[src/logic/periph_defs.svh]
`ifndef PERIPH_DEFS_SVH
`define PERIPH_DEFS_SVH

// Bus widths
`define PERIPH_ADDR_W     11
`define PERIPH_DATA_W     32

// Slot map
`define PERIPH_NUM_USER   24   // Full interface slots
`define PERIPH_NUM_SIMPLE 16   // Byte interface slots
`define PERIPH_SLOT_GPIO  1
`define PERIPH_SLOT_PWM   4

// GPIO register offsets within the 64 byte slot
`define GPIO_REG_OUT      6'h00
`define GPIO_REG_IN       6'h04
`define GPIO_REG_AUDIO    6'h10
`define GPIO_REG_FUNC     6'h20   // Pin n select lives at 0x20 + 4*n
`define GPIO_FUNC_MASK    6'h23   // Keeps bit 5 and the byte lane bits

// Reset and source codes
`define GPIO_FUNC_RESET   6'h01   // User slot 1, the GPIO register itself
`define AUDIO_SRC_PWM     3'd2

// PWM register offset within the 16 byte slot
`define PWM_REG_DUTY      4'h0

`endif

[src/logic/periph_pkg.sv]
package periph_pkg;

    // Request size code from the core, also used as the idle marker
    typedef enum logic [1:0] {
        SIZE_BYTE = 2'b00,
        SIZE_HALF = 2'b01,
        SIZE_WORD = 2'b10,
        SIZE_NONE = 2'b11   // No access this cycle
    } access_size_e;

    typedef struct packed {
        logic [10:0]  addr;
        logic [31:0]  wdata;     // Low 8, 16 or 32 bits valid on write
        access_size_e write_n;
        access_size_e read_n;
    } bus_req_t;

    // Decoded slot, one region at a time
    typedef struct packed {
        logic       is_simple;
        logic [4:0] user_index;
        logic [3:0] simple_index;
    } slot_sel_t;

    typedef enum logic {
        RD_IDLE = 1'b0,
        RD_HOLD = 1'b1
    } rd_state_e;

    // Per-pin output source, same bit layout as the function select register
    typedef struct packed {
        logic       from_user_hi;   // Adds 16 to the user index
        logic       is_simple;
        logic [3:0] index;
    } func_sel_t;

endpackage

[src/logic/periph_addr_decode.sv]
`timescale 1ns/100ps
`include "periph_defs.svh"

module periph_addr_decode (
    input  periph_pkg::bus_req_t  i_req,
    input  logic [`PERIPH_DATA_W-1:0] i_gpio_rdata,
    input  logic [7:0]            i_pwm_rdata,
    output periph_pkg::slot_sel_t o_sel,
    output logic                  o_gpio_sel,
    output logic                  o_pwm_sel,
    output logic [`PERIPH_DATA_W-1:0] o_rdata,
    output logic                  o_rdata_ready
);

    logic [`PERIPH_NUM_USER-1:0]   user_hit;
    logic [`PERIPH_NUM_SIMPLE-1:0] simple_hit;

    // Region decode from the upper address bits
    always_comb begin
        o_sel = '0;
        if (i_req.addr[10:9] == 2'b10) begin
            o_sel.is_simple    = 1'b1;            // 16 bytes per byte slot
            o_sel.simple_index = i_req.addr[7:4];
        end else if (i_req.addr[10]) begin
            o_sel.user_index = {2'b10, i_req.addr[8:6]};   // Slots 16 to 23
        end else begin
            o_sel.user_index = {1'b0, i_req.addr[9:6]};
        end
    end

    always_comb begin
        user_hit   = '0;
        simple_hit = '0;
        if (o_sel.is_simple) simple_hit[o_sel.simple_index] = 1'b1;
        else                 user_hit[o_sel.user_index]     = 1'b1;
    end

    assign o_gpio_sel = user_hit[`PERIPH_SLOT_GPIO];
    assign o_pwm_sel  = simple_hit[`PERIPH_SLOT_PWM];

    // Unpopulated slots fall through to zero
    always_comb begin
        o_rdata = '0;
        if (o_pwm_sel)       o_rdata = `PERIPH_DATA_W'(i_pwm_rdata);   // Byte slot, zero-extended
        else if (o_gpio_sel) o_rdata = i_gpio_rdata;
    end

    // Every slot answers in the same cycle, empty ones included
    assign o_rdata_ready = 1'b1;

    always_comb begin
        assert (!(o_gpio_sel && o_pwm_sel))
            else $error("GPIO and PWM slots selected together");
    end

endmodule

[src/logic/read_response_ctrl.sv]
`timescale 1ns/100ps

module read_response_ctrl (
    input  logic                     clk,
    input  logic                     rst_n,
    input  periph_pkg::access_size_e i_read_n,
    input  periph_pkg::access_size_e i_write_n,
    input  logic [31:0]              i_rdata,
    input  logic                     i_rdata_ready,
    input  logic                     i_read_complete,
    output logic [31:0]              o_data,
    output logic                     o_data_ready
);

    periph_pkg::rd_state_e state;

    logic        rd_req;
    logic        wr_req;
    logic        capture;
    logic        ready_r;
    logic [31:0] data_r;

    assign rd_req  = (i_read_n != periph_pkg::SIZE_NONE);
    assign wr_req  = (i_write_n != periph_pkg::SIZE_NONE);
    assign capture = (state == periph_pkg::RD_IDLE) && rd_req && i_rdata_ready;

    always_ff @(posedge clk) begin
        if (!rst_n) begin
            state   <= periph_pkg::RD_IDLE;
            ready_r <= 1'b0;
        end else begin
            // Ready is registered to line up with the captured data
            ready_r <= rd_req && i_rdata_ready;

            case (state)
                periph_pkg::RD_IDLE: begin
                    if (capture) state <= periph_pkg::RD_HOLD;
                end
                periph_pkg::RD_HOLD: begin
                    // Complete and a new request together still go back to idle,
                    // the new read is captured one edge later
                    if (i_read_complete) state <= periph_pkg::RD_IDLE;
                end
                default: state <= periph_pkg::RD_IDLE;
            endcase
        end
    end

    // Held until the core has taken it, whatever the slot does meanwhile
    always_ff @(posedge clk) begin
        if (capture) data_r <= i_rdata;
    end

    assign o_data       = data_r;
    assign o_data_ready = ready_r || wr_req;   // Writes are acknowledged at once

    assert property (@(posedge clk) disable iff (!rst_n)
        (state == periph_pkg::RD_HOLD && !i_read_complete) |=> $stable(o_data))
        else $error("Read data changed while held");

endmodule

[src/logic/gpio_config.sv]
`timescale 1ns/100ps
`include "periph_defs.svh"

module gpio_config (
    input  logic                 clk,
    input  logic                 rst_n,
    input  periph_pkg::bus_req_t i_req,
    input  logic                 i_sel,
    input  logic [7:0]           i_ui_in,
    input  logic [7:0]           i_pwm_pins,
    output logic [`PERIPH_DATA_W-1:0] o_rdata,
    output logic [7:0]           o_uo_out,
    output logic                 o_audio,
    output logic                 o_audio_select
);

    periph_pkg::func_sel_t func_sel [8];

    logic [5:0] offset;
    logic       wr_en;
    logic       is_func;
    logic [7:0] gpio_out;
    logic [3:0] audio_sel;     // Bit 3 routes audio to the pin, bits 2:0 pick the source
    logic [7:0] pin_out;

    assign offset  = i_req.addr[5:0];
    assign wr_en   = i_sel && (i_req.write_n != periph_pkg::SIZE_NONE);
    assign is_func = ((offset & `GPIO_FUNC_MASK) == `GPIO_REG_FUNC);

    always_ff @(posedge clk) begin
        if (!rst_n) begin
            gpio_out  <= '0;
            audio_sel <= '0;
        end else if (wr_en) begin
            if (offset == `GPIO_REG_OUT)   gpio_out  <= i_req.wdata[7:0];
            if (offset == `GPIO_REG_AUDIO) audio_sel <= i_req.wdata[3:0];
        end
    end

    // All pins start on the GPIO register
    always_ff @(posedge clk) begin
        if (!rst_n) begin
            for (int p = 0; p < 8; p++) begin
                func_sel[p] <= periph_pkg::func_sel_t'(`GPIO_FUNC_RESET);
            end
        end else if (wr_en && is_func) begin
            func_sel[offset[4:2]] <= periph_pkg::func_sel_t'(i_req.wdata[5:0]);
        end
    end

    // Each pin takes its own bit position from the chosen slot
    always_comb begin
        for (int p = 0; p < 8; p++) begin
            pin_out[p] = 1'b0;
            if (func_sel[p].is_simple) begin
                if (func_sel[p].index == 4'(`PERIPH_SLOT_PWM)) pin_out[p] = i_pwm_pins[p];
            end else if ({func_sel[p].from_user_hi, func_sel[p].index} ==
                         5'(`PERIPH_SLOT_GPIO)) begin
                pin_out[p] = gpio_out[p];
            end
        end
    end

    assign o_uo_out = pin_out;

    always_ff @(posedge clk) begin
        if (!rst_n) begin
            o_audio <= 1'b0;
        end else begin
            // Only the PWM source is populated
            o_audio <= (audio_sel[2:0] == `AUDIO_SRC_PWM) ? i_pwm_pins[0] : 1'b0;
        end
    end

    assign o_audio_select = audio_sel[3];

    always_comb begin
        o_rdata = '0;
        if (offset == `GPIO_REG_OUT) begin
            o_rdata = `PERIPH_DATA_W'(gpio_out);
        end else if (offset == `GPIO_REG_IN) begin
            o_rdata = `PERIPH_DATA_W'(i_ui_in);
        end else if (offset == `GPIO_REG_AUDIO) begin
            o_rdata = `PERIPH_DATA_W'(audio_sel);
        end else if (is_func) begin
            o_rdata = `PERIPH_DATA_W'(func_sel[offset[4:2]]);   // Pin number from bits 4:2
        end
    end

    assert property (@(posedge clk) !rst_n |=> !o_audio_select)
        else $error("Audio select not cleared by reset");

endmodule

[src/logic/pwm_timer.sv]
`timescale 1ns/100ps
`include "periph_defs.svh"

module pwm_timer (
    input  logic                 clk,
    input  logic                 rst_n,
    input  periph_pkg::bus_req_t i_req,
    input  logic                 i_sel,
    output logic [7:0]           o_rdata,
    output logic [7:0]           o_pins
);

    logic [3:0] offset;
    logic       wr_duty;
    logic [7:0] count;
    logic [7:0] duty;
    logic       pwm_hi;

    // Byte slot, only the low nibble of the address is ours
    assign offset  = i_req.addr[3:0];
    assign wr_duty = i_sel && (i_req.write_n != periph_pkg::SIZE_NONE) &&
                     (offset == `PWM_REG_DUTY);

    // Free running, wraps every 256 cycles
    always_ff @(posedge clk) begin
        if (!rst_n) begin
            count <= '0;
        end else begin
            count <= count + 8'd1;
        end
    end

    always_ff @(posedge clk) begin
        if (!rst_n) begin
            duty <= '0;
        end else if (wr_duty) begin
            duty <= i_req.wdata[7:0];
        end
    end

    // Duty of 0 never drives high, 255 drives high all but one cycle
    assign pwm_hi = (count < duty);

    assign o_pins  = {8{pwm_hi}};
    assign o_rdata = (offset == `PWM_REG_DUTY) ? duty : 8'h00;

endmodule

[src/logic/periph_bus_top.sv]
`timescale 1ns/100ps
`include "periph_defs.svh"

module periph_bus_top (
    input  logic                 clk,
    input  logic                 rst_n,
    input  periph_pkg::bus_req_t i_req,
    input  logic [7:0]           i_ui_in,
    input  logic                 i_read_complete,
    output logic [`PERIPH_DATA_W-1:0] o_data,
    output logic                 o_data_ready,
    output logic [7:0]           o_uo_out,
    output logic                 o_audio,
    output logic                 o_audio_select
);

    logic                      gpio_sel;
    logic                      pwm_sel;
    logic [`PERIPH_DATA_W-1:0] gpio_rdata;
    logic [7:0]                pwm_rdata;
    logic [`PERIPH_DATA_W-1:0] slot_rdata;
    logic                      slot_ready;
    logic [7:0]                pwm_pins;

    periph_addr_decode i_periph_addr_decode (
        .i_req         (i_req),
        .i_gpio_rdata  (gpio_rdata),
        .i_pwm_rdata   (pwm_rdata),
        .o_sel         (),
        .o_gpio_sel    (gpio_sel),
        .o_pwm_sel     (pwm_sel),
        .o_rdata       (slot_rdata),
        .o_rdata_ready (slot_ready)
    );

    read_response_ctrl i_read_response_ctrl (
        .clk             (clk),
        .rst_n           (rst_n),
        .i_read_n        (i_req.read_n),
        .i_write_n       (i_req.write_n),
        .i_rdata         (slot_rdata),
        .i_rdata_ready   (slot_ready),
        .i_read_complete (i_read_complete),
        .o_data          (o_data),
        .o_data_ready    (o_data_ready)
    );

    gpio_config i_gpio_config (
        .clk            (clk),
        .rst_n          (rst_n),
        .i_req          (i_req),
        .i_sel          (gpio_sel),
        .i_ui_in        (i_ui_in),
        .i_pwm_pins     (pwm_pins),
        .o_rdata        (gpio_rdata),
        .o_uo_out       (o_uo_out),
        .o_audio        (o_audio),
        .o_audio_select (o_audio_select)
    );

    pwm_timer i_pwm_timer (
        .clk     (clk),
        .rst_n   (rst_n),
        .i_req   (i_req),
        .i_sel   (pwm_sel),
        .o_rdata (pwm_rdata),
        .o_pins  (pwm_pins)
    );

endmodule

[config.mk]
export PLATFORM = sky130hd
export DESIGN_NAME = periph_bus_top
export DESIGN_NICKNAME = d
export VERILOG_FILES = /design/src/logic/periph_pkg.sv /design/src/logic/periph_addr_decode.sv /design/src/logic/read_response_ctrl.sv /design/src/logic/gpio_config.sv /design/src/logic/pwm_timer.sv /design/src/logic/periph_bus_top.sv
export VERILOG_INCLUDE_DIRS = /design/src /design/src/logic
export SDC_FILE = /design/constraint.sdc
export NUM_CORES = 1
export LEC_CHECK = 0
export ABC_AREA = 0
export BUFFER_PORTS_ARGS = -buffer_cell sky130_fd_sc_hd__clkbuf_2
export CORE_MARGIN = 4
export CORE_UTILIZATION = 30
export CTS_BUF_LIST = sky130_fd_sc_hd__clkbuf_8 sky130_fd_sc_hd__clkbuf_16
export CTS_CLUSTER_DIAMETER = 120
export DETAILED_ROUTE_END_ITERATION = 10
export PLACE_DENSITY = 0.61
export SYNTH_ARGS = -nofsm -noshare
export SYNTH_HDL_FRONTEND = slang
export SYNTH_SLANG_ARGS = --single-unit
export TNS_END_PERCENT = 30
[constraint.sdc]
create_clock -name clk -period 2.4 [get_ports clk]
set_input_delay 0.36 -clock clk [delete_from_list [all_inputs] [get_ports clk]]
set_output_delay 0.36 -clock clk [all_outputs]
set_load 0.05 [all_outputs]
==> reports/metrics.cfg, run 1 <==
[place]
dpl_cell_area_mm2=0.005186
place.gp.congestion=0.8655
dp_slack_ps=83.19
portBuffers=52
post-place-cells=701
dpl.hpwl_um=9190

[timing]
setup_slack_ps=53.95
tightest_slew_ps=774.8
period_share=0.9775
min_period_ps=2346
slew_viol_final=0
fmax_mhz=426.2
setup_violations=0
hold_viol=0
whs_ps=224.8
finalClockSkew_ps=7.914
slew_headroom=0.4834
rsz0062_at_grt=true

[setup_path]
path_cells=ha_4 > o21a_1 > nor2_2 > o31ai_4 > buf_6 > o21ai_4 > buf_8
critPathArrivalTime_ps=1990
crit_fanout=5
cp_top_family=compound AO/OA/AOI/OAI gates
critPathMaxStageDelay_ps=380
cp-end-kind=output port
slowest_stage=dfxtp_1
path_class=reg2out
r2r_end=i_read_response_ctrl.o_data[4]
crit_buf_inv=2
rrSetupSlack_ps=580
crit-reg2reg-launch=i_gpio_config.func_sel[2][4]
rr_worst_depth=4
worstPathRequired_ps=2040
start_kind=flip-flop

[synthesis]
synth_cells=441
ys_seq_elements=87
syn_area_mm2=0.004731
syn_avg_cell_area_um2=10.73
async_flop_share=0
yosys_warnings=0
synth_edf_count=56
synth_cell_types=59
ys_seq_area_frac=0.4866
synth_ff_type=edfxtp_1

[hold_path]
hp-start=i_req[1]
hold_depth=2
worst_hold_path_type=in2reg
worstHoldEndpoint=i_read_response_ctrl.ready_r

[clocking]
htreeDepth=3
cts_inserted_buffers=9
clk_pin_slew_ps=60
cts_tree=built
cts_hold_repair.buffers=0
cts_buffer_depth=2
cts-root-buf=clkbuf_16
cts_sinks=87
insertion_delay_ps=340

[floorplanning]
core_mm2=0.01531
die_h_um=133.6
dieArea_mm2=0.01784
chipWidth_um=133.6
start_util=0.3089
core.rowCount=45
ios=101

[cells_and_area]
area_growth_pct=22.64
stdcell_count=719
fin_area_mm2=0.005802
layout-drive-gt1-share=0.2618
mostFrequentLayoutCells=edfxtp_1, and2_1, clkbuf_2
utilization=0.3788
diodes=0
final_common_cell=edfxtp_1
nNetsFinal=569
fillers=1495

[power_and_ir_drop]
power-per-cell-area_mw_per_mm2=626.6
ir_drop_uv=306.8
leakagePower_nw=2.185

[detailed_routing]
dr_total_vias=3456
wl_per_cell_um=17.08
firstDrtPassIters=4
drc=0
wirelength_um=12280
postRouteAntennaNets=0
drt_first_iter_violations=179
viasPerCell=4.807

[grt]
antenna_found_initial=0
grt_usage=0.1401
overflow=0
grt_first_pass_wirelength_um=19240
grt_start_max_net_pins=41
grt_pass1_vias=3610

[run]
drv_cap=0

[outcome]
status=completed

-- Yosys cell counts, types with 2 or more instances --
cell       number  share of area
edfxtp_1       56           0.36
and2_1         49          0.065
nand2_1        36          0.029
mux2i_1        34          0.072
dfxtp_1        31           0.13
buf_4          26          0.041
o21ai_0        20          0.021
nand2b_1       18          0.024
nand3_1        12          0.013
nor2_1         12         0.0095
nand4_1        11          0.015
inv_1          10         0.0079
a21oi_1         8         0.0085
clkbuf_1        8         0.0063
ha_1            8          0.021
nand4b_1        8          0.015
nor3_1          8         0.0085
nor2b_1         7         0.0093
o21ai_1         6         0.0063
and3_1          5         0.0066
a22oi_1         4         0.0063
a32oi_1         4         0.0074
buf_2           4         0.0042
nor4_4          4          0.018
xnor2_1         4         0.0074
mux2_2          3         0.0071
o21a_1          3         0.0048
a211o_1         2         0.0037
a22o_1          2         0.0037
a2bb2oi_1       2         0.0037
a32o_1          2         0.0042
and4_1          2         0.0037
nor3b_2         2         0.0053
o211a_1         2         0.0042
o22ai_1         2         0.0026
or2_2           2         0.0026
xor2_1          2         0.0037
-- timing repair --
item | in CTS | in global routing
cloned | 1 | 0
pin swaps | 7 | 8
buffers inserted | 1 | 0
endpoints found under the setup margin | 8 | 8
resized for setup | 49 | 23
-- flip-flops by register name (all words and copies together) (netlist names) --
name,count
i_pwm_timer.count,8
i_read_response_ctrl.state,1
i_gpio_config.o_audio,1
i_gpio_config.audio_sel,4
i_gpio_config.gpio_out,8
i_pwm_timer.duty,8
i_read_response_ctrl.o_data,8
i_read_response_ctrl.ready_r,1
i_gpio_config.func_sel,48
-- cell type report --
cell class	count	area, um^2	area share
clock buffers	13	314.1	0.05413
clock inverters	3	16.27	0.002804
repair buffers	68	464.2	0.08001
flip-flops and latches	87	2312	0.3985
multi-input cells	326	2390	0.4119
well taps	211	264.0	0.04550
inverters	11	41.29	0.007117
-- worst max-delay path by stage --
stage	slack, ps	end	depth (start not counted)	startpoint
final	50	o_uo_out[0]	7	i_pwm_timer.count[3]
after global routing	-20	o_uo_out[0]	8	i_pwm_timer.duty[3]
after CTS	-3	o_uo_out[7]	7	i_pwm_timer.duty[1]
after detailed placement	80	o_uo_out[3]	7	i_pwm_timer.duty[1]
after global placement	120	o_uo_out[3]	7	i_pwm_timer.duty[1]
after floorplan	-280	o_uo_out[0]	5	i_pwm_timer.duty[1]
-- report_power, final --
group          switching (mW)  leakage [nW]  internal (mW)
Sequential             0.0400         0.799           1.65
Clock                   0.578         0.169          0.917
Combinational           0.322          1.22          0.129
-- worst reg2reg max path, delay by kind of cell, from the launching register on --
family          cells  cell delay, ps
compound gates      3             840
flops               1             430
mux                 1             300
-- through the flow --
step	power, mW	setup TNS, ps
after CTS	3.654	-2.703
after global routing	3.756	-34.54
after floorplan	2.021	-2238
final	3.636	0
after global placement	2.115	0
after detailed placement	2.122	0
-- kinds of logic (layout without fill, tap and decap cells) --
family,Yosys count,count (layout),synth area share
AO/OA/AOI/OAI,63,63,0.08755
flip-flops,87,87,0.4866
buffers and inverters,51,95,0.06374
adder cells (fa/ha/maj),8,8,0.02116
XOR/XNOR,6,6,0.01111
AND/OR/NAND/NOR,187,187,0.2468
other,1,24,0.0007927
multiplexers,38,38,0.08225
-- metal layers --
| layer | track usage | routed length [um] | vias up |
|---|---|---|---|
| li1 | - | - | 1677 |
| met1 | 0.1760 | 5382 | 1627 |
| met2 | 0.2291 | 5549 | 121 |
| met3 | 0.04003 | 919 | 31 |
| met4 | 0.05257 | 428 | 0 |
| met5 | 0 | 0 | - |
(Power assumes the default switching activity.)
==> run 2, diff against run 1 <==
Settings changed: REMOVE_ABC_BUFFERS set to 1.
==> run 2 against run 1 <==
Compared with the run above: clock power decreased by 7%; setup slack improved by 26 ps; register-to-register slack got worse by 20 ps; critical endpoint is now o_uo_out[1]; highest routed layer unchanged.
==> reports/metrics.cfg, run 2 (synthesized netlist as in run 1, its figures left out) <==
[clocking]
cts_inserted_buffers=9
cts_hold_repair.buffers=0
cts_sinks=87
cts_tree=built
clk_pin_slew_ps=60
cts_buffer_depth=2
insertion_delay_ps=350
htreeDepth=3
cts-root-buf=clkbuf_16

[power_and_ir_drop]
power_switching_mw=0.9196
intPower_mw=2.622
ir_drop_uv=400.9
pwr-share-seq=0.477
switching_share=0.2597
leakagePower_nw=2.179
p_clk_frac=0.395
power-per-cell-area_mw_per_mm2=612.2
power_mw=3.541
pwr-share-comb=0.128

[setup_path]
worstPathRequired_ps=2040
path_cells=ha_4 > a2111oi_4 > o31ai_4 > buf_6 > o21ai_4 > buf_8
crit_fanout=5
cp-end-kind=output port
crit_end=o_uo_out[1]
startpoint=i_pwm_timer.count[1]
slowest_stage=dfxtp_1
r2r_end=i_read_response_ctrl.o_data[5]
critPathArrivalTime_ps=1960
start_kind=flip-flop
rrSetupSlack_ps=560
critPathMaxStageDelay_ps=390
rr_worst_depth=4
path_class=reg2out
crit-reg2reg-launch=i_gpio_config.func_sel[2][5]

[detailed_routing]
dr_total_vias=3533
viasPerCell=4.907
postRouteAntennaNets=0
firstDrtPassIters=4
drt_first_iter_violations=211
wirelength_um=12300
drc=0
wl_per_cell_um=17.08

[floorplanning]
chipWidth_um=133.6
die_h_um=133.6
core_mm2=0.01531
ios=101
start_util=0.3089
core.rowCount=45
dieArea_mm2=0.01784

[place]
place.gp.congestion=0.9388
portBuffers=52
dpl.hpwl_um=9247

[cells_and_area]
fillers=1514
final_common_cell=edfxtp_1
diodes=0
mostFrequentLayoutCells=edfxtp_1, and2_1, clkbuf_2
top_register=i_gpio_config.func_sel
layout-drive-gt1-share=0.2613
largest_register_ffs=48
nNetsFinal=570
area_growth_pct=22.27

[timing]
min_period_ps=2320
setup_violations=0
period_share=0.9665
whs_ps=221.8
finalClockSkew_ps=6.099
hold_viol=0
rsz0062_at_grt=true
slew_viol_final=0
fmax_mhz=431.1

[grt]
overflow=0
grt_pass1_vias=3478
grt_first_pass_wirelength_um=19000
grt_start_max_net_pins=43
grt_usage=0.1401
antenna_found_initial=0

[run]
drv_cap=0

[outcome]
status=completed

[hold_path]
worst_hold_path_type=in2reg

run 2: critical path: cells and delay by family (launching register included):
kind	cells	cell delay [ps]
buffers and inverters	2	340
AO/OA/AOI/OAI	3	640
flip-flops	1	390
adder cells (fa/ha/maj)	1	230
run 2: how the worst min path moves through the flow:
stage	from	endpoint	slack (ps)	cells after the start
after floorplan	i_gpio_config.audio_sel[2]	i_gpio_config.o_audio	420	1
after global placement	i_pwm_timer.count[0]	i_pwm_timer.count[0]	450	1
after detailed placement	i_pwm_timer.count[0]	i_pwm_timer.count[0]	450	1
after CTS	i_req[0]	i_read_response_ctrl.ready_r	220	2
after global routing	i_req[1]	i_read_response_ctrl.ready_r	220	2
final	i_req[0]	i_read_response_ctrl.ready_r	220	2
run 2: cell type report:
| class | instances | area [um^2] | area share |
|---|---|---|---|
| timing repair buffer | 69 | 471.7 | 0.08155 |
| inverter | 11 | 41.29 | 0.007138 |
| tap | 211 | 264.0 | 0.04564 |
| clock buffer | 13 | 291.5 | 0.05040 |
| sequential | 87 | 2313 | 0.4000 |
| multi-input combinational | 326 | 2389 | 0.4129 |
| clock inverter | 3 | 13.76 | 0.002379 |
run 2: what timing repair did:
item,CTS,global route
buffers inserted,1,1
pin swaps,8,8
setup endpoints to repair,8,8
cloned,1,0
gates resized for setup,55,18
run 2: metrics by stage:
| stage | utilization | worst slack (ps) | std cells | TNS [ps] | cell area, um^2 |
|---|---|---|---|---|---|
| after global placement | 0.3386 | 93.81 | 701 | 0 | 5186 |
| final | 0.3777 | 80.45 | 720 | 0 | 5784 |
| after CTS | 0.3734 | -2.169 | 719 | -2.169 | 5719 |
| after global routing | 0.3777 | -2.499 | 720 | -2.499 | 5784 |
| after floorplan | - | -281.0 | 424 | -2238 | 4557 |
| after detailed placement | 0.3386 | 31.68 | 701 | 0 | 5186 |
run 2: metal layers:
layer / vias up / wire length, um / track usage
li1: 1681 / - / -
met1: 1707 / 5290 / 0.1727
met2: 124 / 5956 / 0.2359
met3: 21 / 827 / 0.04154
met4: 0 / 226 / 0.04457
met5: - / 0 / 0
run 2: power groups by stage:
stage	Sequential [mW]	Clock, mW	Combinational, mW
finish	1.69	1.40	0.454
global route	1.70	1.49	0.482
CTS	1.69	1.42	0.452
detailed placement	1.72	0	0.409
global placement	1.72	0	0.404
floorplan	1.74	0	0.221
==> run 3, diff against run 2 <==
Settings changed: BUFFER_PORTS_ARGS -buffer_cell sky130_fd_sc_hd__clkbuf_2 to not set, CTS_BUF_LIST sky130_fd_sc_hd__clkbuf_8 sky130_fd_sc_hd__clkbuf_16 to sky130_fd_sc_hd__clkbuf_4, CTS_CLUSTER_DIAMETER 120 to 150, DONT_BUFFER_PORTS set to 1, PLACE_DENSITY 0.61 to 0.56.
==> run 3 against run 2 <==
Compared with the run above: worst hold slack got worse by 200 ps; fmax decreased by 7.1%; clock skew increased by 5.8 ps; highest routed layer unchanged; critical path depth increased by 2; the run now ends with setup timing left; routed wire length increased by 1.1%.
==> reports/metrics.cfg, run 3 (synthesized netlist as in run 1, its figures left out) <==
[outcome]
violations=setup timing
status=complete, but fails checks

[clocking]
cts_inserted_buffers=9
insertion_delay_ps=450
cts_tree=built
cts_buffer_depth=2
htreeDepth=3
cts_sinks=87
cts-root-buf=clkbuf_4
clk_pin_slew_ps=140

[cells_and_area]
multiInputGateArea_mm2=0.002389
fillers=1538
nNetsFinal=538
utilization=0.3594
final_common_cell=edfxtp_1
top_register=i_gpio_config.func_sel
area.sequential_mm2=0.002313
layout-drive-gt1-share=0.2055
stdcell_count=690
mostFrequentLayoutCells=edfxtp_1, and2_1, nand2_1
area_growth_pct=16.34
largest_register_ffs=48

[setup_path]
rrSetupSlack_ps=570
start_kind=flip-flop
critPathArrivalTime_ps=2140
path_class=reg2out
crit_end=o_uo_out[2]
cp-end-kind=output port
startpoint=i_pwm_timer.duty[2]
crit_fanout=5
r2r_end=i_read_response_ctrl.o_data[4]
worstPathRequired_ps=2040
crit-reg2reg-launch=i_gpio_config.func_sel[2][4]
rr_worst_depth=4

[grt]
grt_util_met1=0.1759
overflow=0
top_usage_layer=met2
met3_usage=0.04683
grt_pass1_vias=3292
met2_usage=0.2359
grt_first_pass_wirelength_um=18850
antenna_found_initial=1
grt_start_max_net_pins=50
grt_usage=0.1405

[floorplanning]
start_util=0.3089
core_mm2=0.01531
chipWidth_um=133.6
dieArea_mm2=0.01784
ios=101
core.rowCount=45
die_h_um=133.6

[timing]
period_share=1.040
slew_viol_final=0
tightest_slew_ps=824.1
min_period_ps=2497
rsz0062_at_grt=true
finalClockSkew_ps=11.95
fmax_mhz=400.5
hold_viol=0
whs_ps=25.88
setup_slack_ps=-96.93
slew_headroom=0.4506
setup_violations=7

[detailed_routing]
firstDrtPassIters=5
wirelength_um=12440
wl_per_cell_um=18.03
dr_total_vias=3327
viasPerCell=4.822
postRouteAntennaNets=0
drt_first_iter_violations=181
drc=0

[place]
post-place-cells=663
portBuffers=0
dp_slack_ps=-160.3
place.gp.congestion=0.8473
dpl.hpwl_um=9032

[power_and_ir_drop]
power_mw=3.005
ir_drop_uv=252.0
power-per-cell-area_mw_per_mm2=546.0
leakagePower_nw=1.987

[hold_path]
worst_hold_path_type=in2reg

[run]
drv_cap=0

run 3: metal layers:
layer / wire length, um / part of all wire
met5: 0 / 0
met3: 949 / 0.076
met4: 119 / 0.0096
met1: 5389 / 0.43
met2: 5981 / 0.48
run 3: how the worst min path moves through the flow:
stage | endpoint | slack (ps) | startpoint | depth (start not counted)
final | i_read_response_ctrl.ready_r | 30 | i_req[0] | 1
after global routing | i_read_response_ctrl.ready_r | -7 | i_req[0] | 1
after CTS | i_read_response_ctrl.ready_r | 7 | i_req[1] | 1
after detailed placement | i_gpio_config.audio_sel[0] | 450 | i_gpio_config.audio_sel[0] | 2
after global placement | i_gpio_config.audio_sel[1] | 450 | i_gpio_config.audio_sel[1] | 2
after floorplan | i_gpio_config.o_audio | 420 | i_gpio_config.audio_sel[2] | 1
run 3: cell type report:
class	instances	share of cell area
antenna	2	0.0009093
clock buffer	12	0.01637
clock inverter	4	0.01273
inverter	11	0.007502
multi-input combinational	327	0.4340
sequential	87	0.4203
tap	211	0.04797
timing repair buffer	36	0.06024
run 3: power breakdown:
part	switching [mW]	internal [mW]	total [mW]
Clock	0.492	0.456	0.949
Sequential	0.0722	1.65	1.72
Combinational	0.223	0.112	0.335
run 3: worst max-delay path: stages, from the launching register on:
cell,delay (ps)
dfxtp_2,350
inv_1,40
ha_1,230
a2111oi_4,310
buf_4,180
o31ai_4,60
buf_12,160
o21ai_4,180
buf_8,170
run 3: per-stage QoR:
| stage | TNS [ps] | instance area [um^2] |
|---|---|---|
| after floorplan | -2238 | 4557 |
| after global placement | -1309 | 5036 |
| after detailed placement | -1101 | 5036 |
| after CTS | -799.2 | 5428 |
| after global routing | -1224 | 5502 |
| final | -367.4 | 5504 |
run 3: what timing repair did:
item | in CTS | in global routing
endpoints found under the hold margin | 0 | 2
cloned | 1 | 0
hold buffers | 0 | 3
setup buffers | 5 | 0
resized for setup | 36 | 12
pin swaps | 11 | 5
setup endpoints to repair | 8 | 8
